**src/conv_data_pkg.sv**
```systemverilog
package conv_data_pkg;

	localparam int MIN_DIM   = 3;
	localparam int MEM_DEPTH = 512;

	typedef logic        [7:0]  pixel_t;
	typedef logic signed [7:0]  coef_t;
	typedef logic signed [19:0] acc_t;  // nine products, no overflow
	typedef logic        [5:0]  col_t;
	typedef logic        [4:0]  row_t;
	typedef logic        [8:0]  mem_addr_t;  // row * 32 + col
	typedef logic        [1:0]  slot_t;  // window row

	localparam col_t MAX_W = 6'd32;
	localparam row_t MAX_H = 5'd16;

	typedef enum logic [1:0] {
		IDLE,
		FETCH,
		DRAIN,
		FINISH
	} seq_state_e;

	// strobes into the window, aligned with image read data
	typedef struct packed {
		logic      take;
		slot_t     slot;
		logic      shift;
		logic      emit;
		mem_addr_t res_addr;
	} win_ctl_t;

endpackage

```
**src/conv_frame_mem.sv**
```systemverilog
`timescale 1ns/1ps

module conv_frame_mem #(
	parameter int DEPTH = conv_data_pkg::MEM_DEPTH,
	parameter int WIDTH = 8
) (
	input  logic                     clk,
	input  logic                     wr_en,
	input  conv_data_pkg::mem_addr_t wr_addr,
	input  logic [WIDTH-1:0]         wr_data,
	input  conv_data_pkg::mem_addr_t rd_addr,
	output logic [WIDTH-1:0]         rd_data
);

	logic [WIDTH-1:0] mem [DEPTH];

	always_ff @(posedge clk) begin
		if (wr_en)
			mem[wr_addr] <= wr_data;
		rd_data <= mem[rd_addr];  // one cycle read latency
	end

endmodule

```
**config.mk**
```make
export PLATFORM = sky130hd
export DESIGN_NAME = conv_frame_mem
export DESIGN_NICKNAME = d
export VERILOG_FILES = /design/src/conv_data_pkg.sv /design/src/conv_frame_mem.sv
export SDC_FILE = /design/constraint.sdc
export NUM_CORES = 2
export LEC_CHECK = 0
export CAP_MARGIN = 20
export CORE_ASPECT_RATIO = 0.8
export CORE_UTILIZATION = 55
export DETAILED_ROUTE_END_ITERATION = 12
export DONT_BUFFER_PORTS = 1
export PLACE_DENSITY = 0.74
export SLEW_MARGIN = 20
export SYNTH_ARGS = -nofsm -noshare
export SYNTH_HDL_FRONTEND = slang
export SYNTH_SLANG_ARGS = --single-unit
```
**constraint.sdc**
```tcl
create_clock -name clk -period 3.8 [get_ports clk]
set_input_delay 0.38 -clock clk [delete_from_list [all_inputs] [get_ports clk]]
set_output_delay 0.38 -clock clk [all_outputs]
set_load 0.05 [all_outputs]
```
==> impl_metrics.toml <==
[status]
status = "complete, but fails checks"
violations = "design-rule violations, negative hold slack, max-slew violations"

[route]
drt_iter0_markers = 14200
vias = 85000
drcViolationCount = 3
ant_nets = 0
firstDrtPassIters = 10
wirelength_mm = 417
viasPerCell = 6.76
post_drt_wl_per_cell_um = 33.1

[logic_synthesis]
synthXorXnorAreaFrac_pct = 0
synth_area_um2 = 160000
synth_area_leaders = "edfxtp_1, mux4_2, mux2i_1"
synth_top_family_by_area = "multiplexers"
synth_edf_count = 4096
synthArstFlopShare_pct = 0
synth_fa_ha_area_share_pct = 0
syn_nets = 8058
ys_ff_latch = 4104
synth_common_cells = "edfxtp_1, mux2i_1, mux4_2"
synthMuxAreaShare_pct = 14.2
synth_compound_area_share_pct = 4.31
yosysSeqAreaShare_pct = 77.0
synthCells = 8030
synth_top_cell_by_area = "edfxtp_1"
synth_top_area_share_pct = 76.9
synth_flop_cell = "edfxtp_1"
syn_area_per_cell_um2 = 19.9
yosysMostFrequentCell = "edfxtp_1"
yosys_warnings = 0
ys_types = 51
synth-simple-area-share_pct = 2.63

[power_and_ir_drop]
ir_drop_uv = 392
p_leak_nw = 57.5
power_density_nw_per_um2 = 510
finalPower_w = 0.0916

[critical_path]
critPathRequiredTime_ps = 4660
rr_startpoint = "mem[57][2]"
slowest_delay_ps = 500
cp_cell_sequence = "buf_16 -> buf_16 -> buf_16 -> nand2b_4 -> buf_4 -> o221ai_1 -> a21oi_1 -> nor4_1 -> buf_4 -> nand4_1 -> nor4_1 -> buf_4 -> o2111a_1"
start_kind = "input pin"
rr_endpoint = "rd_data[2]"
reg2regPathDepth = 9
worstSetupStartpoint = "rd_addr[1]"
reg2reg_slack_ps = 920
worstPathMaxFanout = 73
crit_end = "rd_data[2]"
cp-end-kind = "flip-flop"
worstPathArrival_ps = 4460
crit_slowest_cell = "nor4_1"
critical_path_class = "input pin to flip-flop"

[global_routing]
first_global_vias = 82200
grt_pass1_wl_mm = 586
grt-ovfl-total = 0
gr-usage-all-layers_pct = 27.8
antenna_found_initial = 20
grt_max_degree = 622

[finish]
nNetsFinal = 8484
drive_gt1_share_pct = 20.2
seq_area_um2 = 123000
fillers = 18900
syn_to_final_growth_pct = 12.4
multiInputGateArea_um2 = 34100
fin_cells = 12600
design_area_um2 = 180000

[floorplan]
die-width_um = 605
initial_core_util_pct = 55.5
core-area_um2 = 288000
io_pins = 36
die_height_um = 484
rows = 176
die_area_um2 = 293000

[clock_network]
cts_buffer_depth = 4
clkSinkCount = 4104
h-tree-depth = 5
path_clk_slew_ps = 70
cts_tree = "done"
root_buffer = "clkbuf_16"
insertion_delay_ps = 910
cts_setup_buffers = 0
cts_inserted_buffers = 372

[placement]
dp.cells = 11900
place_congestion = 0.890
placed_area_um2 = 167000
portBuffers = 0
dpl.hpwl_mm = 229

[sta]
clock.fmax_mhz = 277
rsz0062_at_grt = "false"
slew_headroom_pct = -16.6
report.final.slew_viol_count = 287
setup_viol = 0
worstMarginPinSlew_ps = 1750
finalHoldViolations = 3
skew_ps = 45.8
fin_hold_ws_ps = -12.3
fin_crit_sh_pct = 94.8
min_period_ps = 3600

[min_path]
hp-class = "input pin to flip-flop"

[flow_run]
drv_cap = 0
==> stage by stage <==
stage,hold slack [ps],TNS (ps),setup slack (ps),util (%)
6_report,-12.3,0,196,62.3
2_1_floorplan,479,0,1450,-
5_1_grt,-21.6,0,142,62.3
3_5_place_dp,558,-59.8,-59.8,57.8
4_1_cts,-388,0,851,62.1
3_3_place_gp,554,-33.6,-33.6,57.8
==> repair_timing <==
item / in CTS / in global routing
hold buffers: 25 / 9
setup endpoints to repair: 0 / 8
endpoints found under the hold margin: 1802 / 645
gates resized for setup: 0 / 9
==> sequential cells by signal, indices dropped and copies added, names as in the netlist <==
name and cells:
mem 4096, rd_data 8
==> worst min path at each step <==
stage | from | to | slack (ps) | cells past startpoint
floorplan | wr_data[0] | mem[0][0] | 480 | 0
global placement | wr_data[7] | mem[186][7] | 550 | 0
detailed placement | wr_data[0] | mem[169][0] | 560 | 0
CTS | wr_data[7] | mem[186][7] | -390 | 0
global route | wr_data[3] | mem[348][3] | -20 | 1
finish | wr_data[5] | mem[452][5] | -10 | 1
==> metal layers <==
metal  track usage, %  wire length, um
met1             41.0           156000
met2             41.1           187000
met3             6.73            57900
met4             9.34            15800
met5                0               34
==> cell families (layout without fill, tap and decap cells) <==
kind of cell	Yosys count	count (layout)
multiplexers	1451	1451
AO/OA/AOI/OAI	979	979
buffers and inverters	516	1232
AND/OR/NAND/NOR	980	981
flip-flops	4104	4104
other	0	7
==> worst max-delay path: cells and delay by family <==
| family | cells | cell delay (ps) |
|---|---|---|
| AOI/OAI and AO/OA | 3 | 820 |
| and+or+nand+nor | 4 | 1340 |
| buffers and inverters | 6 | 1740 |
==> layout by cell type, fill, tap and decap left out, drive strengths merged, types with 20 or more instances in the layout <==
cell type	n
and2	20
o22ai	163
mux2i	797
nand4	32
edfxtp	4096
nand2	111
nor3	109
a22oi	61
o221ai	372
bufinv	36
clkbuf	472
nand3	36
a21oi	194
buf	546
o21ai	119
nor2	597
clkinv	141
mux4	654
nor4	36
==> where the power goes <==
group | total, W | internal [W] | switching [W]
Clock | 0.0372 | 0.0210 | 0.0162
Combinational | 0.00444 | 0.00154 | 0.00291
Sequential | 0.0500 | 0.0499 | 0.000115
==> final cells by class <==
cell class	instances	share of cell area (%)
antenna	7	0.00975
clock buffer	467	5.54
clock inverter	198	1.08
inverter	3	0.0104
multi-input combinational	3411	18.9
sequential	4104	68.5
tap	3827	2.66
timing repair buffer	564	3.21
Power figures use the tool's default switching activity.
