`config.mk`:
```
export PLATFORM = sky130hd
export DESIGN_NAME = conv_scan_seq
export DESIGN_NICKNAME = d
export VERILOG_FILES = /design/src/conv_data_pkg.sv /design/src/conv_cfg_pkg.sv /design/src/conv_scan_seq.sv
export SDC_FILE = /design/constraint.sdc
export NUM_CORES = 1
export LEC_CHECK = 0
export BUFFER_PORTS_ARGS = -buffer_cell sky130_fd_sc_hd__clkbuf_2
export CAP_MARGIN = 5
export CELL_PAD_IN_SITES_DETAIL_PLACEMENT = 0
export CELL_PAD_IN_SITES_GLOBAL_PLACEMENT = 1
export CORE_UTILIZATION = 31
export CTS_CLUSTER_DIAMETER = 60
export DETAILED_ROUTE_END_ITERATION = 7
export PLACE_DENSITY_LB_ADDON = 0.1
export SLEW_MARGIN = 15
export SYNTH_ARGS = -nofsm -noshare
export SYNTH_HDL_FRONTEND = slang
export SYNTH_SLANG_ARGS = --single-unit
```
`constraint.sdc`:
```
create_clock -name clk -period 2.5 [get_ports clk]
set_input_delay 0.125 -clock clk [delete_from_list [all_inputs] [get_ports clk]]
set_output_delay 0.125 -clock clk [all_outputs]
set_load 0.005 [all_outputs]
```
`src/conv_data_pkg.sv`:
```
package conv_data_pkg;

	localparam int MIN_DIM   = 3;
	localparam int MEM_DEPTH = 512;

	typedef logic        [7:0]  pixel_t;
	typedef logic signed [7:0]  coef_t;
	typedef logic signed [19:0] acc_t;  // nine products, no overflow
	typedef logic        [5:0]  col_t;
	typedef logic        [4:0]  row_t;
	typedef logic        [8:0]  mem_addr_t;  // row * 32 + col
	typedef logic        [1:0]  slot_t;  // window row

	localparam col_t MAX_W = 6'd32;
	localparam row_t MAX_H = 5'd16;

	typedef enum logic [1:0] {
		IDLE,
		FETCH,
		DRAIN,
		FINISH
	} seq_state_e;

	// strobes into the window, aligned with image read data
	typedef struct packed {
		logic      take;
		slot_t     slot;
		logic      shift;
		logic      emit;
		mem_addr_t res_addr;
	} win_ctl_t;

endpackage

```
`src/conv_cfg_pkg.sv`:
```
package conv_cfg_pkg;

	typedef logic [12:0] apb_addr_t;
	typedef logic [31:0] apb_data_t;

	localparam apb_addr_t REG_CTRL      = 13'h000;
	localparam apb_addr_t REG_STATUS    = 13'h004;
	localparam apb_addr_t REG_DIM       = 13'h008;
	localparam apb_addr_t REG_COEF_BASE = 13'h020;
	localparam apb_addr_t IMG_BASE      = 13'h0800;
	localparam apb_addr_t RES_BASE      = 13'h1000;

	localparam int NUM_COEF   = 9;
	localparam int CTRL_START = 0;
	localparam int STAT_BUSY  = 0;
	localparam int STAT_DONE  = 1;
	localparam int DIM_W_LSB  = 0;
	localparam int DIM_H_LSB  = 16;

	// coef[0] is the top-left tap, raster order
	typedef struct packed {
		conv_data_pkg::col_t                 width;
		conv_data_pkg::row_t                 height;
		conv_data_pkg::coef_t [NUM_COEF-1:0] coef;
	} conv_cfg_t;

endpackage

```
`src/conv_scan_seq.sv`:
```
`timescale 1ns/1ps

module conv_scan_seq (
	input  logic                     clk,
	input  logic                     rst_n,
	input  conv_cfg_pkg::conv_cfg_t  cfg,
	input  logic                     start,
	output logic                     busy,
	output logic                     done,
	output conv_data_pkg::mem_addr_t img_rd_addr,
	output conv_data_pkg::win_ctl_t  win_ctl
);

	conv_data_pkg::seq_state_e state, next;
	conv_data_pkg::row_t       row;
	conv_data_pkg::col_t       col;
	conv_data_pkg::slot_t      slot;
	conv_data_pkg::row_t       rd_row;
	logic                      last_slot, last_col, last_row;
	conv_data_pkg::win_ctl_t   ctl_now;

	function automatic conv_data_pkg::mem_addr_t pix_addr(
		input conv_data_pkg::row_t r,
		input conv_data_pkg::col_t c
	);
		return conv_data_pkg::mem_addr_t'(r) * conv_data_pkg::mem_addr_t'(conv_data_pkg::MAX_W) +
		       conv_data_pkg::mem_addr_t'(c);
	endfunction

	assign last_slot = slot == 2'd2;
	assign last_col  = col == cfg.width - 6'd1;
	assign last_row  = row == cfg.height - conv_data_pkg::row_t'(conv_data_pkg::MIN_DIM);

	assign rd_row      = row + conv_data_pkg::row_t'(slot);
	assign img_rd_addr = pix_addr(rd_row, col);

	assign busy = state == conv_data_pkg::FETCH || state == conv_data_pkg::DRAIN;
	assign done = state == conv_data_pkg::FINISH;

	always_comb begin
		next = state;
		case (state)
			conv_data_pkg::IDLE:
				if (start)
					next = conv_data_pkg::FETCH;
			conv_data_pkg::FETCH:
				if (last_slot && last_col && last_row)
					next = conv_data_pkg::DRAIN;
			conv_data_pkg::DRAIN:
				if (slot == 2'd1)
					next = conv_data_pkg::FINISH;  // two cycles to flush the MAC
			conv_data_pkg::FINISH:
				next = conv_data_pkg::IDLE;
			default:
				next = conv_data_pkg::IDLE;
		endcase
	end

	// strobes for the read issued this cycle
	always_comb begin
		ctl_now          = '0;
		ctl_now.take     = state == conv_data_pkg::FETCH;
		ctl_now.slot     = slot;
		ctl_now.shift    = ctl_now.take && last_slot;
		ctl_now.emit     = ctl_now.shift && col >= 6'd2;
		ctl_now.res_addr = pix_addr(row, col - 6'd2);
	end

	always_ff @(posedge clk or negedge rst_n) begin
		if (!rst_n) begin
			state   <= conv_data_pkg::IDLE;
			row     <= '0;
			col     <= '0;
			slot    <= '0;
			win_ctl <= '0;
		end else begin
			state   <= next;
			win_ctl <= ctl_now;  // line up with read data
			case (state)
				conv_data_pkg::IDLE: begin
					row  <= '0;
					col  <= '0;
					slot <= '0;
				end
				conv_data_pkg::FETCH: begin
					if (!last_slot) begin
						slot <= slot + 2'd1;
					end else begin
						slot <= '0;
						if (!last_col) begin
							col <= col + 6'd1;
						end else begin
							col <= '0;
							if (!last_row)
								row <= row + 5'd1;
						end
					end
				end
				conv_data_pkg::DRAIN: begin
					if (next == conv_data_pkg::FINISH)
						slot <= '0;
					else
						slot <= slot + 2'd1;  // drain cycle count
				end
				default: begin
				end
			endcase
		end
	end

endmodule

```
==> flow_metrics.py <==
metrics = {
    "run_status": {
        "status": "complete, no violations",
    },
    "place": {
        "dp_cells": 303,
        "hpwl_mm": 3.07,
        "dp_slack_ns": 0.251,
        "routabilityCongestion": 0.686,
        "port_buffers": 38,
    },
    "yosys": {
        "async_flop_share_pct": 100,
        "synth-seq-cells": 29,
        "synth_top_family_by_area": "adder cells",
        "ys_types": 46,
        "synth.area.mux_share_pct": 1.05,
        "synth_xor_area_share_pct": 10.1,
        "netlist_instances": 193,
        "synth_area_sq_um": 1900,
        "synthAdderAreaFrac_pct": 15.5,
        "synth_top_cell_area_share_pct": 38.2,
        "synth_top_area_cell": "dfrtp_1",
        "ys.flop_type": "dfrtp_1",
        "synth_edf_count": 0,
        "seq_area_frac_synth_pct": 38.2,
        "synth_compound_area_share_pct": 14.1,
        "synth_area_leaders": "dfrtp_1 38%, ha_1 14%, xnor2_1 5.1%",
        "synthSimpleGateAreaFrac_pct": 15.1,
        "synth.avg_cell_area_sq_um": 9.85,
        "ys_warn_count": 0,
        "syn-num-nets": 302,
    },
    "flow_run": {
        "max_cap_violations": 0,
    },
    "clocking": {
        "post_cts_buffers": 0,
        "clk_pin_slew_ns": 0.07,
        "h-tree-depth": 2,
        "clk_path_buf_depth": 2,
        "clk_latency_ns": 0.29,
        "cts_tree": "built",
        "clock_sinks": 29,
        "cts_root_buf": "clkbuf_8",
        "cts_resized": 0,
        "numCtsBuffers": 5,
    },
    "worst_setup_path": {
        "worstPathArrival_ns": 2.14,
        "critPathRequiredTime_ns": 2.38,
        "max_stage_delay_ns": 0.48,
        "path_class": "reg -> out",
        "endpoint_kind": "output port",
        "slowest_stage": "dfrtp_1",
        "crit_family": "adder cells",
        "cp_num_buf_inv": 1,
        "cp_max_fo": 7,
        "startpoint_type": "flip-flop",
        "worstPathCellList": "ha_1 -> fa_1 -> ha_1 -> xnor2_1 -> xnor2_1 -> clkbuf_2",
    },
    "power_and_ir_drop": {
        "p_int_uw": 989,
        "power_frac_seq_pct": 38.4,
        "power_switching_uw": 467,
        "p_per_area_nw_per_um2": 629,
        "power_frac_clock_pct": 35.8,
        "p_comb_share_pct": 25.9,
        "leakage_nw": 1.14,
        "vdd_drop_max_mv": 0.272,
        "swShare_pct": 32.1,
    },
    "route": {
        "via_count": 1455,
        "drt_wl_total_mm": 4.06,
        "viasPerCell": 4.66,
        "wl_per_cell_um": 13.0,
        "drt_drc_violations_left": 0,
        "first_pass_iters": 4,
        "drtIter0Drc": 35,
        "ant_nets": 0,
    },
    "die": {
        "dieArea_sq_um": 6450,
        "start_util_pct": 32.1,
        "core_area_sq_um": 5920,
        "die_x_um": 80.3,
        "die_h_um": 80.3,
        "ios": 111,
        "num_rows": 28,
    },
    "global_routing": {
        "grt_pass1_wl_mm": 6.79,
        "grt_max_degree": 30,
        "grt_antenna_before_repair": 0,
        "grtUsageTotal_pct": 14.1,
        "overflow": 0,
        "grt_pass1_vias": 1367,
    },
    "cells_and_area": {
        "final_cell_mix": "38 x clkbuf_2, 29 x dfrtp_1, 22 x nand2_1, 22 x ha_1, 12 x inv_1",
        "finalNetCount": 345,
        "fin_cells": 312,
        "final_common_cell": "clkbuf_2",
        "fillers": 621,
        "antenna-diode-count": 0,
        "area_growth_pct": 21.8,
        "drive_gt1_share_pct": 27.0,
    },
    "sta": {
        "skew_ns": 0.0124,
        "setup_viol": 0,
        "min_period_over_period_pct": 90.5,
        "finalCriticalPeriod_ns": 2.26,
        "fin_tns_setup_ns": 0,
        "rsz0062_at_grt": "no",
        "tightest_slew_ns": 0.751,
        "worst_slack_ns": 0.236,
        "hold_viol": 0,
        "slew_headroom_pct": 50.0,
        "clock.fmax_ghz": 0.442,
        "maxSlewViolCount": 0,
    },
    "min_path": {
        "holdCritPathClass": "in -> reg",
    },
}
-- power by group through the flow --
stage / Sequential, mW / Clock [mW] / Combinational (mW)
6_report: 0.559 / 0.521 / 0.377
2_1_floorplan: 0.566 / 0 / 0.239
3_3_place_gp: 0.571 / 0 / 0.382
4_1_cts: 0.560 / 0.538 / 0.384
3_5_place_dp: 0.570 / 0 / 0.379
5_1_grt: 0.569 / 0.557 / 0.431
-- registers in the layout (all words and copies together) (netlist names) --
name,flops
win_ctl,14
col,6
row,5
slot,2
state,2
-- kinds of logic (layout without fill, tap and decap cells) --
| kind of cell | after synthesis | in the layout |
|---|---|---|
| AND/OR/NAND/NOR | 55 | 55 |
| AO/OA/AOI/OAI | 38 | 38 |
| flip-flops | 29 | 29 |
| buffers and inverters | 24 | 68 |
| adder cells (fa/ha/maj) | 23 | 23 |
| XOR/XNOR | 22 | 22 |
| multiplexers | 2 | 2 |
-- stage by stage --
stage	util (%)	area (sq um)	power (mW)	hold slack, ns
after floorplan	-	1900	0.806	-0.171
after global placement	36.9	2190	0.953	0.241
after detailed placement	36.9	2190	0.949	0.243
after CTS	39.1	2320	1.48	0.189
after global routing	39.1	2320	1.56	0.250
final	39.1	2320	1.46	0.194
-- tightest hold or removal path: stages --
cell      delay, ns
clkbuf_2       0.09
o21ai_0        0.10
o31ai_1        0.08
a21oi_1        0.04
-- area by class of cell --
class                           instances  area (sq um)  area share (%)
Clock buffer                            6          82.6            3.56
Inverter                               12          45.0            1.94
Sequential cell                        29           726            31.3
Multi-Input combinational cell        140          1060            46.0
Clock inverter                          2          37.5            1.62
Timing Repair Buffer                   48           268            11.6
Tap cell                               75          93.8            4.05
-- worst paths after layout --
check                             start              to  slack, ns  cells past startpoint
worst max-delay path             row[0]  img_rd_addr[7]       0.24                      6
worst min-delay path              start        state[1]       0.19                      4
worst max register to register   col[2]          row[3]       0.38                      6
worst min register to register  slot[0]     win_ctl[11]       0.52                      0
max in group asynchronous         rst_n      win_ctl[4]       1.57                      2
min in group asynchronous         rst_n      win_ctl[7]       0.44                      2
-- synth_stat cells, types with 3 or more instances --
library cell and number:
xor2_1 11, nor3_1 6, a211o_1 3, clkbuf_1 4
a21oi_1 7, o21ai_0 8, nor2_1 8, o21a_1 3
xnor2_1 11, nand2_1 22, nand3_1 4, nand2b_1 3
inv_1 12, dfrtp_1 29, buf_4 5, ha_1 22
-- timing repair --
action                                  CTS  global route
endpoints found under the setup margin    0             0
hold buffers                              1             0
endpoints found under the hold margin    29             0
-- per-layer routing --
metal | wire (um) | vias up | GRT usage [%]
met2 | 1890 | 29 | 22.3
met3 | 148 | 5 | 3.07
li1 | - | 742 | -
met4 | 57 | 0 | 5.36
met1 | 1960 | 679 | 18.6
met5 | 0 | - | 0
Note: power is estimated with default switching activity, not from simulation.
