[config.mk]
export PLATFORM = sky130hd
export DESIGN_NAME = conv_apb_regs
export DESIGN_NICKNAME = d
export VERILOG_FILES = /design/src/conv_data_pkg.sv /design/src/conv_cfg_pkg.sv /design/src/conv_apb_regs.sv
export SDC_FILE = /design/constraint.sdc
export NUM_CORES = 1
export LEC_CHECK = 0
export BUFFER_PORTS_ARGS = -buffer_cell sky130_fd_sc_hd__buf_2
export CORE_MARGIN = 3
export CORE_UTILIZATION = 48
export CTS_CLUSTER_SIZE = 14
export DETAILED_ROUTE_END_ITERATION = 10
export GPL_TIMING_DRIVEN = 1
export PLACE_DENSITY = 0.85
export SLEW_MARGIN = 20
export SYNTH_ARGS = -nofsm -noshare
export SYNTH_HDL_FRONTEND = slang
export SYNTH_SLANG_ARGS = --single-unit
[constraint.sdc]
create_clock -name clk -period 2.14 [get_ports clk]
set_input_delay 0.107 -clock clk [delete_from_list [all_inputs] [get_ports clk]]
set_output_delay 0.107 -clock clk [all_outputs]
set_load 0.01 [all_outputs]
[src/conv_data_pkg.sv]
package conv_data_pkg;

	localparam int MIN_DIM   = 3;
	localparam int MEM_DEPTH = 512;

	typedef logic        [7:0]  pixel_t;
	typedef logic signed [7:0]  coef_t;
	typedef logic signed [19:0] acc_t;  // nine products, no overflow
	typedef logic        [5:0]  col_t;
	typedef logic        [4:0]  row_t;
	typedef logic        [8:0]  mem_addr_t;  // row * 32 + col
	typedef logic        [1:0]  slot_t;  // window row

	localparam col_t MAX_W = 6'd32;
	localparam row_t MAX_H = 5'd16;

	typedef enum logic [1:0] {
		IDLE,
		FETCH,
		DRAIN,
		FINISH
	} seq_state_e;

	// strobes into the window, aligned with image read data
	typedef struct packed {
		logic      take;
		slot_t     slot;
		logic      shift;
		logic      emit;
		mem_addr_t res_addr;
	} win_ctl_t;

endpackage

[src/conv_cfg_pkg.sv]
package conv_cfg_pkg;

	typedef logic [12:0] apb_addr_t;
	typedef logic [31:0] apb_data_t;

	localparam apb_addr_t REG_CTRL      = 13'h000;
	localparam apb_addr_t REG_STATUS    = 13'h004;
	localparam apb_addr_t REG_DIM       = 13'h008;
	localparam apb_addr_t REG_COEF_BASE = 13'h020;
	localparam apb_addr_t IMG_BASE      = 13'h0800;
	localparam apb_addr_t RES_BASE      = 13'h1000;

	localparam int NUM_COEF   = 9;
	localparam int CTRL_START = 0;
	localparam int STAT_BUSY  = 0;
	localparam int STAT_DONE  = 1;
	localparam int DIM_W_LSB  = 0;
	localparam int DIM_H_LSB  = 16;

	// coef[0] is the top-left tap, raster order
	typedef struct packed {
		conv_data_pkg::col_t                 width;
		conv_data_pkg::row_t                 height;
		conv_data_pkg::coef_t [NUM_COEF-1:0] coef;
	} conv_cfg_t;

endpackage

[src/conv_apb_regs.sv]
`timescale 1ns/1ps

module conv_apb_regs (
	input  logic                     clk,
	input  logic                     rst_n,
	input  logic                     psel,
	input  logic                     penable,
	input  logic                     pwrite,
	input  conv_cfg_pkg::apb_addr_t  paddr,
	input  conv_cfg_pkg::apb_data_t  pwdata,
	output conv_cfg_pkg::apb_data_t  prdata,
	output logic                     pready,
	output logic                     pslverr,
	output conv_cfg_pkg::conv_cfg_t  cfg,
	output logic                     start,
	input  logic                     busy,
	input  logic                     done,
	output logic                     img_wr_en,
	output conv_data_pkg::mem_addr_t img_wr_addr,
	output conv_data_pkg::pixel_t    img_wr_data,
	output conv_data_pkg::mem_addr_t res_rd_addr,
	input  conv_data_pkg::pixel_t    res_rd_data
);

	logic                    access;
	logic                    wr;
	logic                    sel_ctrl, sel_status, sel_dim, sel_coef, sel_img, sel_res;
	logic                    mapped;
	logic                    res_wait;  // second access cycle of a result read
	logic                    start_req, start_err, dim_ok, cfg_lock;
	logic                    done_bit;
	conv_cfg_pkg::apb_addr_t coef_off;
	logic [3:0]              coef_idx;
	conv_data_pkg::coef_t    coef_rd;

	assign access = psel & penable;

	assign coef_off   = paddr - conv_cfg_pkg::REG_COEF_BASE;
	assign coef_idx   = coef_off[5:2];
	assign sel_ctrl   = paddr == conv_cfg_pkg::REG_CTRL;
	assign sel_status = paddr == conv_cfg_pkg::REG_STATUS;
	assign sel_dim    = paddr == conv_cfg_pkg::REG_DIM;
	assign sel_coef   = coef_off < 13'(4 * conv_cfg_pkg::NUM_COEF) && paddr[1:0] == 2'b00;
	assign sel_img    = paddr[12:11] == conv_cfg_pkg::IMG_BASE[12:11];
	assign sel_res    = paddr[12:11] == conv_cfg_pkg::RES_BASE[12:11];
	assign mapped     = sel_ctrl | sel_status | sel_dim | sel_coef | sel_img | sel_res;

	// result reads wait one cycle for the memory
	assign pready = access & ~(sel_res & ~pwrite & ~res_wait);
	assign wr     = pready & pwrite;

	assign cfg_lock  = busy | start;
	assign dim_ok    = cfg.width >= conv_data_pkg::col_t'(conv_data_pkg::MIN_DIM) &&
	                   cfg.width <= conv_data_pkg::MAX_W &&
	                   cfg.height >= conv_data_pkg::row_t'(conv_data_pkg::MIN_DIM) &&
	                   cfg.height <= conv_data_pkg::MAX_H;
	assign start_req = wr & sel_ctrl & pwdata[conv_cfg_pkg::CTRL_START];
	assign start_err = start_req & (cfg_lock | ~dim_ok);
	assign pslverr   = pready & (~mapped | start_err);

	assign img_wr_en   = wr & sel_img;
	assign img_wr_addr = paddr[10:2];
	assign img_wr_data = pwdata[7:0];
	assign res_rd_addr = paddr[10:2];

	assign coef_rd = cfg.coef[coef_idx];

	always_comb begin
		prdata = '0;
		if (sel_status) begin
			prdata[conv_cfg_pkg::STAT_BUSY] = busy;
			prdata[conv_cfg_pkg::STAT_DONE] = done_bit;
		end else if (sel_dim) begin
			prdata[conv_cfg_pkg::DIM_W_LSB +: $bits(conv_data_pkg::col_t)] = cfg.width;
			prdata[conv_cfg_pkg::DIM_H_LSB +: $bits(conv_data_pkg::row_t)] = cfg.height;
		end else if (sel_coef) begin
			prdata = {{24{coef_rd[7]}}, coef_rd};  // sign extended
		end else if (sel_res) begin
			prdata = {24'd0, res_rd_data};
		end
	end

	always_ff @(posedge clk or negedge rst_n) begin
		if (!rst_n) begin
			cfg      <= '0;
			start    <= 1'b0;
			done_bit <= 1'b0;
			res_wait <= 1'b0;
		end else begin
			start    <= start_req & ~start_err;
			res_wait <= access & sel_res & ~pwrite & ~res_wait;
			if (start_req & ~start_err)
				done_bit <= 1'b0;  // new run wins over a late done
			else if (done)
				done_bit <= 1'b1;
			if (wr & ~cfg_lock) begin
				if (sel_dim) begin
					cfg.width  <= pwdata[conv_cfg_pkg::DIM_W_LSB +: $bits(conv_data_pkg::col_t)];
					cfg.height <= pwdata[conv_cfg_pkg::DIM_H_LSB +: $bits(conv_data_pkg::row_t)];
				end
				if (sel_coef)
					cfg.coef[coef_idx] <= pwdata[7:0];
			end
		end
	end

endmodule

==> impl_summary.txt <==
----------------------------------------------------
[Outcome]
  Outcome ... finished, violations left
  Violated checks ... setup timing

[Drt]
  Wire length per cell ... 19.7 µm
  Antenna viol nets, final ... 0
  DRC viols ... 0
  Detailed-routed wire length on met2 ... 7.19 mm
  Iteration-0 DRC count of the detailed router ... 207
  Via count normalized by instance count ... 5.40
  Met1 layer wirelength in the final routing ... 5.65 mm
  Met3 routed WL ... 1.01 mm
  Total routed wirelength ... 14.0 mm
  Detailed-route via count ... 3847
  Top routing layer in use ... met4
  First-pass detailed-route iteration total ... 4

[STA]
  RSZ-0062 raised after global routing ... yes
  Setup total negative slack ... -0.0753 ns
  Post-Route Hold Slack ... 0.0333 ns
  Max-slew violation count ... 0
  Period minus WS final ... 2.16 ns
  Worst slew margin relative to its limit ... 32.4%
  Max Freq ... 464 MHz
  Count of final hold-check violations ... 0
  Tightest Pin Transition ... 1.01 ns
  Largest clock skew in the final design ... 0.0126 ns
  Final setup violation count ... 5
  Crit path setup slack, layout ... -0.0174 ns
  Share of the cycle needed by the critical path after routing ... 101%

[Critical path]
  CP Data Required Time ... 2.03 ns
  Biggest cell delay along the critical path ... 0.51 ns
  Family with the most delay on the worst path ... multiplexers
  Kind of end point of the critical path ... output pin
  Nature of the critical path startpoint ... flip-flop
  Crit path kind ... flip-flop to output pin
  Library cell contributing the largest single delay on the critical path ... sky130_fd_sc_hd__mux4_2
  Number of buffers and inverters on the critical path ... 2
  Endpoint of the most critical register-to-register path ... cfg[0]
  Reg-to-reg startpoint ... start
  Slack of the worst reg-to-reg path ... 0.14 ns
  Arrival time at the worst endpoint ... 2.05 ns
  CP Cell Sequence ... mux4_2 -> mux2i_2 -> o21ai_2 -> nand2_4 -> buf_6 -> nand2_1 -> buf_2
  Path depth of the worst reg2reg path ... 6
  Critical path fanouts, max ... 6

[Layout]
  Final antenna diode count ... 0
  Most common library cell in the layout ignoring fill and taps ... sky130_fd_sc_hd__buf_2
  Filler Cell Count ... 709
  P&R area growth vs syn ... 33.7%
  Fraction of layout instances using a drive strength above 1 ... 66.4%
  Number of nets in the layout ... 641
  Commonest cells after routing, fill and taps aside ... 180 x sky130_fd_sc_hd__buf_2, 86 x sky130_fd_sc_hd__dfrtp_1, 85 x sky130_fd_sc_hd__mux2_2, 47 x sky130_fd_sc_hd__buf_4, 26 x sky130_fd_sc_hd__nand2_1
  Post-Layout Inst Area ... 6340 µm²

[Placed design]
  Post-place instance area ... 5700 µm²
  Final RePlAce weighted congestion ... 0.890
  Number of buffer cells added on primary ports ... 185
  Half-perimeter wire length after detailed placement ... 9.84 mm

[Floorplanning]
  Effective utilization at floorplan ... 50.3%
  DIE HEIGHT ... 105 µm
  Core area ... 9420 µm²
  Die area ... 11100 µm²
  Die outline width ... 105 µm
  Count of boundary I/O pins ... 205
  Number of rows in the core area ... 35

[Flow run]
  Count of max-cap constraint violations ... 0

[Logic synthesis]
  Share of the yosys chip area belonging to registers ... 45.4%
  Synthesized net count ... 439
  Ys Warns ... 0
  Area of the mapped netlist ... 4740 µm²
  Fraction of registers with async set or reset after synthesis ... 100%
  Count of mapped cells out of synthesis ... 377
  Number of library cell types mapped by synthesis ... 47
  Syn avg cell area ... 12.6 µm²
  Post-synthesis register bit count ... 86
  Number of synthesized flops with an enable pin ... 0
  Top FF cell, synth ... sky130_fd_sc_hd__dfrtp_1

[Global route]
  Wire length of the first global-routing pass ... 21.3 mm
  Via count of the first global-routing pass ... 3848
  GRT overflow ... 0
  Antenna violations before repair ... 0
  Largest net degree at the start of global routing ... 48
  All-Layer GR Usage ... 24.8%

[Clock network]
  Cell chosen for the clock root ... sky130_fd_sc_hd__clkbuf_8
  Maximum level of the CTS H-tree ... 3
  Clock tree buffer depth ... 2
  Total CTS buffers ... 9
  Count of clock tree sinks ... 86
  Clock insertion delay at the later pin of the skew report ... 0.37 ns
  Clock tree from TritonCTS ... built
  Clock-pin slew on the worst setup and hold paths ... 0.09 ns

[Hold path]
  Worst Hold End ... res_wait
  Worst min-delay path category ... primary input to flip-flop
  Startpoint of the worst hold path ... penable
  Hold Crit Depth ... 3

[Power and ir drop]
  Overall power consumption ... 3.23 mW
  Maximum ir drop on the vdd rail ... 0.386 mV
  Leakage ... 3.49 nW
  Power Dens Cells ... 510 nW/µm²

----------------------------------------------------
==> sequential cells by signal, indices dropped and copies added (netlist names) <==
| name | flops |
|---|---|
| cfg | 83 |
| done_bit | 1 |
| res_wait | 1 |
| start | 1 |
==> routing by layer <==
layer	global-route usage, %	vias up
met5	0	-
met4	6.37	0
met3	5.08	15
met2	43.1	157
met1	31.6	1940
li1	-	1735
==> Yosys cell counts, types with 2 or more instances <==
| master | n | area share (%) |
|---|---|---|
| sky130_fd_sc_hd__nor2_2 | 2 | 0.26 |
| sky130_fd_sc_hd__nand3_1 | 4 | 0.42 |
| sky130_fd_sc_hd__a22oi_1 | 4 | 0.63 |
| sky130_fd_sc_hd__o211ai_1 | 2 | 0.32 |
| sky130_fd_sc_hd__nand2_1 | 27 | 2.1 |
| sky130_fd_sc_hd__inv_1 | 4 | 0.32 |
| sky130_fd_sc_hd__a221oi_1 | 4 | 0.74 |
| sky130_fd_sc_hd__mux4_2 | 16 | 7.6 |
| sky130_fd_sc_hd__a21oi_1 | 10 | 1.1 |
| sky130_fd_sc_hd__mux2_2 | 85 | 20 |
| sky130_fd_sc_hd__dfrtp_1 | 86 | 45 |
| sky130_fd_sc_hd__nand2b_1 | 5 | 0.66 |
| sky130_fd_sc_hd__buf_2 | 8 | 0.84 |
| sky130_fd_sc_hd__buf_4 | 44 | 7.0 |
| sky130_fd_sc_hd__and3_1 | 2 | 0.26 |
| sky130_fd_sc_hd__clkbuf_1 | 4 | 0.32 |
| sky130_fd_sc_hd__and2_1 | 4 | 0.53 |
| sky130_fd_sc_hd__or4_1 | 2 | 0.32 |
| sky130_fd_sc_hd__o21ai_0 | 8 | 0.84 |
| sky130_fd_sc_hd__buf_6 | 2 | 0.48 |
| sky130_fd_sc_hd__nor2b_1 | 3 | 0.40 |
| sky130_fd_sc_hd__nor4_4 | 4 | 1.8 |
| sky130_fd_sc_hd__mux2i_1 | 5 | 1.1 |
| sky130_fd_sc_hd__nor2_1 | 15 | 1.2 |
| sky130_fd_sc_hd__nor3_1 | 4 | 0.42 |
| sky130_fd_sc_hd__ha_1 | 2 | 0.53 |
==> worst max path at each step <==
stage | from | to | slack (ns) | depth (start not counted)
6_report | cfg[31] | prdata[18] | -0.02 | 7
5_1_grt | cfg[31] | prdata[8] | -0.12 | 6
4_1_cts | cfg[45] | prdata[5] | -0.004 | 6
3_5_place_dp | paddr[2] | prdata[30] | 0.03 | 8
3_3_place_gp | paddr[2] | prdata[30] | 0.08 | 8
2_1_floorplan | paddr[5] | cfg[1] | 0.07 | 8
==> final cells by class <==
class	count	area (µm²)	share of cell area [%]
timing repair inverter	3	20.0	0.316
timing repair buffer	246	1510	23.8
tap	129	161	2.55
sequential	86	2150	34.0
inverter	5	23.8	0.375
multi-input combinational	228	2250	35.5
clock buffer	10	128	2.01
clock inverter	6	93.8	1.48
==> cell families (layout without fill, tap and decap cells) <==
group	Yosys count	after routing	share of synthesized area, %
adders and majority gates	2	2	0.528
AOI/OAI and AO/OA	33	33	4.54
and+or+nand+nor	85	86	11.4
muxes	106	106	28.9
DFF	86	86	45.4
buffers and inverters	64	270	9.08
xor gates and xnor gates	1	1	0.185
==> per-stage QoR <==
stage | instances | worst slack (ns) | util [%]
after global routing | 713 | -0.116 | 67.3
after CTS | 703 | -0.00359 | 65.6
after detailed placement | 660 | 0.0294 | 60.6
after floorplan | 377 | 0.0700 | -
final | 713 | -0.0174 | 67.3
after global placement | 660 | 0.0830 | 60.6
==> where the power goes <==
part | total, mW | switching, mW | leakage, nW | internal [mW]
registers | 1.62 | 0.000494 | 1.20 | 1.62
clock network | 1.29 | 0.623 | 0.107 | 0.669
logic | 0.315 | 0.193 | 2.18 | 0.122
total | 3.23 | 0.816 | 3.49 | 2.42
==> worst min-delay path, cell delays in order <==
cell and delay, ns:
sky130_fd_sc_hd__buf_2 0.11, sky130_fd_sc_hd__nand2_1 0.10, sky130_fd_sc_hd__nor2_1 0.05
==> repair_timing <==
| action | in CTS | in global routing |
|---|---|---|
| setup buffers | 19 | 6 |
| hold buffers | 8 | 0 |
| gates cloned | 0 | 4 |
| pin swaps | 7 | 8 |
| setup endpoints to repair | 24 | 32 |
| hold endpoints to repair | 53 | 0 |
| resized for setup | 10 | 23 |
No activity file was read; power rests on OpenSTA's default activity.
