[src/conv_data_pkg.sv]
package conv_data_pkg;

	localparam int MIN_DIM   = 3;
	localparam int MEM_DEPTH = 512;

	typedef logic        [7:0]  pixel_t;
	typedef logic signed [7:0]  coef_t;
	typedef logic signed [19:0] acc_t;  // nine products, no overflow
	typedef logic        [5:0]  col_t;
	typedef logic        [4:0]  row_t;
	typedef logic        [8:0]  mem_addr_t;  // row * 32 + col
	typedef logic        [1:0]  slot_t;  // window row

	localparam col_t MAX_W = 6'd32;
	localparam row_t MAX_H = 5'd16;

	typedef enum logic [1:0] {
		IDLE,
		FETCH,
		DRAIN,
		FINISH
	} seq_state_e;

	// strobes into the window, aligned with image read data
	typedef struct packed {
		logic      take;
		slot_t     slot;
		logic      shift;
		logic      emit;
		mem_addr_t res_addr;
	} win_ctl_t;

endpackage

[src/conv_cfg_pkg.sv]
package conv_cfg_pkg;

	typedef logic [12:0] apb_addr_t;
	typedef logic [31:0] apb_data_t;

	localparam apb_addr_t REG_CTRL      = 13'h000;
	localparam apb_addr_t REG_STATUS    = 13'h004;
	localparam apb_addr_t REG_DIM       = 13'h008;
	localparam apb_addr_t REG_COEF_BASE = 13'h020;
	localparam apb_addr_t IMG_BASE      = 13'h0800;
	localparam apb_addr_t RES_BASE      = 13'h1000;

	localparam int NUM_COEF   = 9;
	localparam int CTRL_START = 0;
	localparam int STAT_BUSY  = 0;
	localparam int STAT_DONE  = 1;
	localparam int DIM_W_LSB  = 0;
	localparam int DIM_H_LSB  = 16;

	// coef[0] is the top-left tap, raster order
	typedef struct packed {
		conv_data_pkg::col_t                 width;
		conv_data_pkg::row_t                 height;
		conv_data_pkg::coef_t [NUM_COEF-1:0] coef;
	} conv_cfg_t;

endpackage

[src/conv_window_mac.sv]
`timescale 1ns/1ps

module conv_window_mac (
	input  logic                     clk,
	input  logic                     rst_n,
	input  conv_cfg_pkg::conv_cfg_t  cfg,
	input  conv_data_pkg::win_ctl_t  win_ctl,
	input  conv_data_pkg::pixel_t    pix,
	output logic                     res_wr_en,
	output conv_data_pkg::mem_addr_t res_wr_addr,
	output conv_data_pkg::pixel_t    res_wr_data
);

	conv_data_pkg::pixel_t win [3][3];  // [row][col], col 2 is newest
	conv_data_pkg::pixel_t nxt [3][3];
	conv_data_pkg::pixel_t col_buf [2];
	conv_data_pkg::acc_t   sum;
	conv_data_pkg::pixel_t sat;

	// window after this cycle's shift
	always_comb begin
		for (int r = 0; r < 3; r++) begin
			nxt[r][0] = win[r][1];
			nxt[r][1] = win[r][2];
		end
		nxt[0][2] = col_buf[0];
		nxt[1][2] = col_buf[1];
		nxt[2][2] = pix;  // third pixel goes straight in
	end

	always_comb begin
		sum = '0;
		for (int r = 0; r < 3; r++) begin
			for (int c = 0; c < 3; c++) begin
				sum = sum + conv_data_pkg::acc_t'(cfg.coef[r * 3 + c]) *
				            conv_data_pkg::acc_t'({1'b0, nxt[r][c]});
			end
		end
	end

	always_comb begin
		if (sum < 0)
			sat = '0;
		else if (sum > conv_data_pkg::acc_t'(255))
			sat = 8'hff;
		else
			sat = sum[7:0];
	end

	always_ff @(posedge clk) begin
		if (win_ctl.take && win_ctl.slot != 2'd2)
			col_buf[win_ctl.slot[0]] <= pix;
		if (win_ctl.shift)
			win <= nxt;
		if (win_ctl.emit) begin
			res_wr_addr <= win_ctl.res_addr;
			res_wr_data <= sat;
		end
	end

	always_ff @(posedge clk or negedge rst_n) begin
		if (!rst_n)
			res_wr_en <= 1'b0;
		else
			res_wr_en <= win_ctl.emit;  // write the cycle after emit
	end

endmodule

[config.mk]
export PLATFORM = sky130hd
export DESIGN_NAME = conv_window_mac
export DESIGN_NICKNAME = d
export VERILOG_FILES = /design/src/conv_data_pkg.sv /design/src/conv_cfg_pkg.sv /design/src/conv_window_mac.sv
export SDC_FILE = /design/constraint.sdc
export NUM_CORES = 1
export LEC_CHECK = 0
export ABC_CLOCK_PERIOD_IN_PS = 24700
export CAP_MARGIN = 10
export CORE_UTILIZATION = 35
export DETAILED_ROUTE_END_ITERATION = 10
export DONT_BUFFER_PORTS = 1
export PLACE_DENSITY = 0.51
export SLEW_MARGIN = 20
export SYNTH_ARGS = -nofsm -noshare
export SYNTH_HDL_FRONTEND = slang
export SYNTH_SLANG_ARGS = --single-unit
[constraint.sdc]
create_clock -name clk -period 24.7 [get_ports clk]
set_input_delay 4.94 -clock clk [delete_from_list [all_inputs] [get_ports clk]]
set_output_delay 4.94 -clock clk [all_outputs]
set_load 0.01 [all_outputs]
==> impl_metrics.json, run 1 <==
{
  "status": "completed",
  "crit_end": "res_wr_data[3]",
  "ys_async_sr_fraction_pct": 1.22,
  "antennaDiodeCount": 0,
  "final_max_slew_viol_count": 0,
  "core-area_mm2": 0.0687,
  "syn_area_mm2": 0.0243,
  "hold_start": "nxt[37]",
  "crit_path_top_delay_cell": "fa_1",
  "ant_nets": 0,
  "drc": 0,
  "clockRootBuffer": "clkbuf_16",
  "hold_class": "flip-flop to flip-flop",
  "grt_pass1_vias": 17700,
  "crit_cells": 24,
  "crit_chain": "clkinv_1 > nor2_1 > fa_1 > fa_1 > inv_1 > fa_1 > fa_1 > fa_1 > inv_1 > fa_1 > fa_1 > fa_1 > fa_1 > inv_1 > fa_1 > inv_1 > ha_1 > o21a_1 > nor2b_1 > o22ai_2 > a2111oi_0 > a311oi_1 > a211oi_2 > a31oi_1",
  "gp_congestion": 0.899,
  "synthesis.nets": 3376,
  "yosysUniqueCellTypes": 50,
  "die_y_um": 266,
  "insertion_delay_ps": 390,
  "grt-ovfl-total": 0,
  "cp-end-kind": "flip-flop",
  "hold_viol_final": 0,
  "cp_common_cell": "fa_1",
  "via_per_inst": 4.60,
  "post_cts_buffers": 0,
  "vias": 15400,
  "period_share_pct": 53.3,
  "use_met1_pct": 26.1,
  "finClkSkew_ps": 10.7,
  "yosysWarnings": 0,
  "crit_family": "adder cells",
  "cts_tree": "yes",
  "drt_iter0_drc": 709,
  "clock-sinks": 82,
  "rrSetupSlack_ps": 15660,
  "rr_worst_depth": 24,
  "crit_required_ps": 24800,
  "busiest_layer": "met2",
  "r2r_start": "nxt[15]",
  "layout.nets": 3385,
  "synth_seq_area_share_pct": 10.1,
  "rsz0062_at_grt": "false",
  "io_pins": 125,
  "tightest_slew_ps": 1070,
  "clkTransAtPathRegs_ps": 80,
  "grt_usage_pct": 20.3,
  "syn_area_per_cell_um2": 10.1,
  "met3_usage_pct": 3.62,
  "tns_ps": 0,
  "synth_ff_type": "edfxtp_1",
  "wirelength_mm": 66.6,
  "grt_pass1_wl_mm": 105,
  "holdBufCountCts": 0,
  "die_w_um": 266,
  "start_util_pct": 35.4,
  "crit_arrival_ps": 13260,
  "maxCapViolations": 0,
  "max_stage_delay_ps": 650,
  "rows": 96,
  "min_period_ps": 13160,
  "hold_depth": 0,
  "setup_viol_count_final": 0,
  "synth-edff-count": 81,
  "cts_buffer_depth": 2,
  "start_kind": "input pin",
  "antenna_found_initial": 3,
  "rr_endpoint": "res_wr_data[3]",
  "critPathLaunch": "cfg[63]",
  "syn2layout_area_growth_pct": 5.99,
  "dpl.hpwl_mm": 58.4,
  "clock.fmax_mhz": 76.0,
  "htreeDepth": 3,
  "grt.met2_usage_pct": 35.2,
  "avgRoutedWirePerCell_um": 19.9,
  "cp_max_fo": 8,
  "first_pass_iters": 5,
  "ctsResizeCount": 0,
  "ys_ff_latch": 82,
  "cts_buffers": 9,
  "syn-instance-count": 2407,
  "drive_above_1_share_pct": 1.20,
  "slew_headroom_pct": 28.2,
  "critPathBufInv": 5,
  "die_area_mm2": 0.0706,
  "fillCellCount": 7037,
  "grt_max_degree": 49,
  "path_class": "input pin to flip-flop",
  "port_buffers": 0
}
-- cells in the mapped netlist (2+ instances only) --
library cell  number  area [um2]
inv_1            745        2800
fa_1             568       11400
and2_1           337        2110
ha_1             294        3680
nand2_1          176         661
edfxtp_1          81        2430
nor2_1            56         210
nand2b_1          20         125
nor2b_1           16         100
xnor2_1           15         131
a21oi_1           10        50.1
a31oi_1           10        62.6
o21ai_0            9        45.0
xor2_1             6        52.6
a21o_1             5        37.5
nand3_1            5        25.0
o21a_1             5        37.5
o21ai_1            4        20.0
nor3_1             3        15.0
a2111oi_0          2        17.5
a211oi_1           2        15.0
a211oi_2           2        25.0
a21boi_0           2        15.0
a21o_2             2        17.5
a311oi_1           2        17.5
buf_4              2        15.0
clkinv_1           2        7.51
mux2i_1            2        20.0
nor3b_1            2        15.0
o211ai_1           2        15.0
-- flip-flops by register name, summed over array words and instances, names as in the netlist --
signal / flops
res_wr_data: 8
res_wr_addr: 9
nxt: 48
res_wr_en: 1
col_buf: 16
-- area by class of cell --
type / count / area, um2 / share of cell area [%]
flip-flops and latches: 82 / 2460 / 9.53
multi-input cells: 1575 / 19100 / 73.9
well taps: 931 / 1160 / 4.52
inverters: 747 / 2800 / 10.9
repair buffers: 1 / 7.51 / 0.0291
clock buffers: 9 / 225 / 0.873
clock inverters: 7 / 77.6 / 0.301
-- how the worst min path moves through the flow --
stage / slack [ps] / to
after floorplan: 520 / nxt[43]
after global placement: 650 / nxt[45]
after detailed placement: 670 / nxt[45]
after CTS: 690 / nxt[45]
after global routing: 710 / nxt[45]
final: 680 / nxt[45]
-- layer usage --
metal  share of wire [%]  vias up  wire [um]
li1                    -     6993          -
met1                  44     8037      29100
met2                  50      330      33000
met3                 4.3       64       2900
met4                 2.4        0       1630
met5                   0        -          0
-- cells in the final DEF, fill, tap and decap left out, types with 3 or more instances in the layout --
master / n
a21oi_1: 10
nor3_1: 3
edfxtp_1: 81
fa_1: 568
a31oi_1: 10
nand3_1: 5
o21ai_0: 9
and2_1: 337
o21a_1: 5
clkbuf_16: 9
inv_1: 745
xnor2_1: 15
xor2_1: 6
nor2_1: 56
a21o_1: 5
nor2b_1: 16
o21ai_1: 4
nand2_1: 176
ha_1: 294
nand2b_1: 20
-- per-stage QoR --
stage               hold WS (ps)  cells  setup WS, ps  cell area, um2  util [%]
detailed placement           665   3336         11120           25500      37.1
finish                       681   3352         11540           25800      37.5
floorplan                    518   2407         12340           24300         -
global route                 713   3352         11270           25800      37.5
CTS                          685   3352         11560           25800      37.5
global placement             651   3336         11180           25500      37.1
-- cells by family after synthesis --
kind of cell,Yosys count,share of synthesized area (%)
buffers and inverters,750,11.6
muxes,2,0.0823
AOI/OAI and AO/OA,67,1.90
xor gates and xnor gates,21,0.756
and+or+nand+nor,623,13.7
adders and majority gates,862,61.8
DFF,82,10.1
Power of run 1 is not shown: default switching activity piles up to over one toggle a cycle in this logic, so the estimate is an artifact.
==> run 2: changes to the inputs <==
--- a/config.mk
+++ b/config.mk
@@ -5,7 +5,7 @@
 export SDC_FILE = /design/constraint.sdc
 export NUM_CORES = 1
 export LEC_CHECK = 0
-export ABC_CLOCK_PERIOD_IN_PS = 24700
+export ABC_CLOCK_PERIOD_IN_PS = 13400
 export CAP_MARGIN = 10
 export CORE_UTILIZATION = 35
 export DETAILED_ROUTE_END_ITERATION = 10
==> constraint.sdc (replaced) <==
create_clock -name clk -period 13.4 [get_ports clk]
set_input_delay 2.68 -clock clk [delete_from_list [all_inputs] [get_ports clk]]
set_output_delay 2.68 -clock clk [all_outputs]
set_load 0.01 [all_outputs]
==> run 2 against run 1 <==
Against the previous run:
- worst setup slack lost 8900 ps
- first-iteration DRC count up 27%
- global-route usage hardly changed
- via count grew 0.88%
- sequential share of layout area barely moved
- die area unchanged
- cell area about the same
- utilization hardly changed
- sequential cell count unchanged
- critical path depth is the same
- largest cell class unchanged
- highest routed layer unchanged
==> impl_metrics.json, run 2 (synthesis gave the netlist of run 1 again) <==
{
  "crit_family": "adder cells",
  "fillCellCount": 7047,
  "largest_reg_flops": 48,
  "vias": 15600,
  "hold_class": "flip-flop to flip-flop",
  "dpl.hpwl_mm": 58.4,
  "rsz0062_at_grt": "false",
  "antenna_found_initial": 2,
  "insertion_delay_ps": 390,
  "path_class": "input pin to flip-flop",
  "drc": 0,
  "grt_pass1_vias": 17700,
  "holdBufCountCts": 0,
  "core-area_mm2": 0.0687,
  "crit_required_ps": 13490,
  "tns_ps": 0,
  "wirelength_mm": 66.7,
  "max_stage_delay_ps": 730,
  "clockRootBuffer": "clkbuf_16",
  "first_pass_iters": 6,
  "period_share_pct": 80.5,
  "hold_viol_final": 0,
  "die_y_um": 266,
  "port_buffers": 0,
  "layout_commonest_cell": "inv_1",
  "post_cts_buffers": 0,
  "cp_max_fo": 8,
  "htreeDepth": 3,
  "finClkSkew_ps": 14.0,
  "avgRoutedWirePerCell_um": 19.9,
  "start_kind": "input pin",
  "grt_usage_pct": 20.2,
  "final_cell_mix": "inv_1 (745), fa_1 (568), and2_1 (337)",
  "drive_above_1_share_pct": 1.24,
  "cts_buffer_depth": 2,
  "die_w_um": 266,
  "drt_iter0_drc": 903,
  "setup_viol_count_final": 0,
  "crit_arrival_ps": 10880,
  "crit_chain": "clkinv_1 > nor2_1 > fa_1 > fa_1 > fa_1 > inv_1 > fa_1 > fa_1 > inv_1 > fa_1 > fa_1 > fa_1 > fa_1 > inv_1 > fa_1 > inv_1 > ha_1 > nor3_1 > or4b_4 > o21ai_1 > a21o_1 > nand2_1 > xnor2_1 > a31oi_1",
  "slew_headroom_pct": 39.2,
  "cp_common_cell": "fa_1",
  "rows": 96,
  "grt_max_degree": 49,
  "min_period_ps": 10790,
  "tightest_slew_ps": 906,
  "clkTransAtPathRegs_ps": 70,
  "gp_congestion": 0.887,
  "cts_tree": "yes",
  "cp-end-kind": "flip-flop",
  "maxCapViolations": 0,
  "ant_nets": 0,
  "die_area_mm2": 0.0706,
  "via_per_inst": 4.64,
  "worst_slack_ps": 2610,
  "ctsResizeCount": 0,
  "grt-ovfl-total": 0,
  "holdWs_ps": 691,
  "grt_pass1_wl_mm": 105,
  "dp_slack_ps": 2170,
  "start_util_pct": 35.4,
  "syn2layout_area_growth_pct": 6.08,
  "final_max_slew_viol_count": 0,
  "cts_buffers": 9,
  "clock.fmax_mhz": 92.7,
  "clock-sinks": 82,
  "crit_path_top_delay_cell": "xnor2_1",
  "io_pins": 125,
  "critPathBufInv": 5,
  "layout.nets": 3385,
  "status": "completed"
}
-- run 2: final timing paths --
| kind | from | to | slack, ps | cells after the start |
|---|---|---|---|---|
| max reg2reg | nxt[13] | res_wr_data[3] | 4550 | 23 |
| min in group asynchronous | rst_n | res_wr_en | 1980 | 0 |
| max in group asynchronous | rst_n | res_wr_en | 11350 | 0 |
| min reg2reg | col_buf[1][0] | nxt[32] | 690 | 0 |
| min | col_buf[1][0] | nxt[32] | 690 | 0 |
| max | cfg[63] | res_wr_data[3] | 2610 | 24 |
-- run 2: area by class of cell --
type | instances | area [um2] | share of cell area [%]
timing repair buffer | 1 | 7.51 | 0.0291
multi-input combinational | 1575 | 19100 | 73.8
antenna | 4 | 10.0 | 0.0388
clock inverter | 6 | 71.3 | 0.276
inverter | 747 | 2800 | 10.9
tap | 931 | 1160 | 4.51
sequential | 82 | 2460 | 9.52
clock buffer | 10 | 239 | 0.926
-- run 2: worst register-to-register path, stage by stage, from the launching register on --
cell and delay, ps:
edfxtp_1 580, and2_1 270, fa_1 450, fa_1 550, inv_1 50, fa_1 490
fa_1 580, fa_1 630, inv_1 80, fa_1 480, fa_1 630, fa_1 450
fa_1 490, inv_1 50, fa_1 470, inv_1 40, ha_1 390, nor3_1 110
or4b_4 510, o21ai_1 200, a21o_1 140, nand2_1 50, xnor2_1 730, a31oi_1 120
-- run 2: metal layers --
layer  global-route usage (%)  wire (um)
met2                     35.4      33500
met3                     2.52       2570
met1                     26.7      29400
met4                     4.46       1260
met5                        0          0
-- run 2: through the flow --
stage,area (um2),instances,utilization (%)
floorplan,24300,2407,-
global placement,25500,3336,37.1
detailed placement,25500,3336,37.1
CTS,25800,3352,37.5
global route,25800,3352,37.6
finish,25800,3356,37.6
Power of run 2 is left out for the same reason.
==> run 3: changes to the inputs <==
--- a/config.mk
+++ b/config.mk
@@ -5,7 +5,7 @@
 export SDC_FILE = /design/constraint.sdc
 export NUM_CORES = 1
 export LEC_CHECK = 0
-export ABC_CLOCK_PERIOD_IN_PS = 13400
+export ABC_CLOCK_PERIOD_IN_PS = 10600
 export CAP_MARGIN = 10
 export CORE_UTILIZATION = 35
 export DETAILED_ROUTE_END_ITERATION = 10
==> constraint.sdc (replaced) <==
create_clock -name clk -period 10.6 [get_ports clk]
set_input_delay 2.12 -clock clk [delete_from_list [all_inputs] [get_ports clk]]
set_output_delay 2.12 -clock clk [all_outputs]
set_load 0.01 [all_outputs]
==> run 3 against run 2 <==
Against the previous run:
- sequential cell count unchanged
- cell count is essentially flat
- global-route usage is 0.21 points lower
- hold slack worse by 16 ps
- first-iteration DRC count decreased by 2.9%
- clock skew is 2.6 ps higher
- utilization about the same
- routed wire length fell by 0.19%
- critical path depth is 1 higher
- cell area is essentially flat
- die area is the same
==> impl_metrics.json, run 3 (synthesis gave the netlist of run 1 again) <==
{
  "antenna_found_initial": 2,
  "first_pass_iters": 7,
  "placed_area_mm2": 0.0255,
  "maxCapViolations": 0,
  "die_area_mm2": 0.0706,
  "busiest_layer": "met2",
  "avgRoutedWirePerCell_um": 19.8,
  "status": "completed",
  "setup_viol_count_final": 0,
  "rrSetupSlack_ps": 1820,
  "final_cell_mix": "inv_1 (745), fa_1 (568), and2_1 (337)",
  "gp_congestion": 0.898,
  "cts_buffer_depth": 2,
  "die_y_um": 266,
  "crit_arrival_ps": 9970,
  "start_kind": "input pin",
  "grt_pass1_vias": 17400,
  "tightest_slew_ps": 634,
  "multi_input_area_mm2": 0.0191,
  "drive_above_1_share_pct": 1.36,
  "start_util_pct": 35.4,
  "dpl.hpwl_mm": 58.3,
  "placedCellCount": 3341,
  "port_buffers": 0,
  "min_period_ps": 9860,
  "drt_iter0_drc": 877,
  "hold_class": "flip-flop to flip-flop",
  "syn2layout_area_growth_pct": 6.14,
  "largest_reg_flops": 48,
  "fillCellCount": 6981,
  "die_w_um": 266,
  "drc": 0,
  "grt_max_degree": 49,
  "cts_tree": "yes",
  "wirelength_mm": 66.6,
  "crit_required_ps": 10710,
  "ctsResizeCount": 0,
  "clock.fmax_mhz": 101,
  "grt_pass1_wl_mm": 103,
  "vias": 15500,
  "clkTransAtPathRegs_ps": 80,
  "grt-ovfl-total": 0,
  "rows": 96,
  "met3_usage_pct": 3.16,
  "final_max_slew_viol_count": 0,
  "htreeDepth": 3,
  "slew_headroom_pct": 57.2,
  "finClkSkew_ps": 16.5,
  "path_class": "input pin to flip-flop",
  "io_pins": 125,
  "post_cts_buffers": 0,
  "use_met1_pct": 25.9,
  "grt.met2_usage_pct": 34.4,
  "ant_nets": 0,
  "tns_ps": 0,
  "rsz0062_at_grt": "false",
  "hold_viol_final": 0,
  "cp-end-kind": "flip-flop",
  "cts_buffers": 9,
  "layout.nets": 3390,
  "clock-sinks": 82,
  "stdcell_area_mm2": 0.0258,
  "core-area_mm2": 0.0687,
  "seq_area_mm2": 0.00246,
  "via_per_inst": 4.63,
  "period_share_pct": 93.0,
  "insertion_delay_ps": 400,
  "final_cells": 3358,
  "holdBufCountCts": 0,
  "clockRootBuffer": "clkbuf_16",
  "layout_commonest_cell": "inv_1",
  "cp_max_fo": 8,
  "grt_usage_pct": 20.0
}
run 3: changes by cell type in the layout (fill, tap and decap cells not counted), sizes merged:
cell	previous run	this run
diode	4	1
clkinvlp	2	1
clkbuf	10	9
clkinv	2	4
buf	1	6
run 3: final timing paths:
kind                          from              to  cells past startpoint
min reg2reg                nxt[36]         nxt[44]                      0
max in group asynchronous    rst_n       res_wr_en                      0
max                        cfg[63]  res_wr_data[3]                     25
max reg2reg                nxt[14]  res_wr_data[3]                     25
min in group asynchronous    rst_n       res_wr_en                      0
min                        nxt[36]         nxt[44]                      0
run 3: worst max-delay path, cell delays in order:
cell and delay [ps]:
clkinv_1 90, nor2_1 150, fa_1 460, fa_1 520
fa_1 550, inv_1 50, fa_1 510, fa_1 660
inv_1 80, fa_1 480, fa_1 630, fa_1 450
fa_1 490, inv_1 50, fa_1 470, inv_1 40
ha_1 380, nor3_1 110, or4b_4 510, o21ai_1 220
a21o_1 150, nand2_1 50, xnor2_1 410, buf_4 240
a31oi_1 60
run 3: area by class of cell:
| type | count | area share, % |
|---|---|---|
| Sequential cell | 82 | 9.51 |
| Timing Repair Buffer | 6 | 0.174 |
| Multi-Input combinational cell | 1575 | 73.8 |
| Tap cell | 931 | 4.51 |
| Inverter | 747 | 10.9 |
| Clock buffer | 9 | 0.872 |
| Clock inverter | 7 | 0.295 |
| Antenna cell | 1 | 0.00969 |
run 3: per-layer routing:
layer	up-vias	wire length, um
met4	0	1650
met5	-	0
met1	8130	28900
met2	344	32900
met3	60	3140
li1	7008	-
run 3: through the flow:
step           hold slack, ps  worst slack [ps]  utilization (%)
4_1_cts                   687               787             37.6
2_1_floorplan             518              1060                -
3_3_place_gp              655               414             37.2
3_5_place_dp              665               360             37.2
6_report                  675               744             37.6
5_1_grt                   712               489             37.6
Power of run 3 is left out for the same reason.
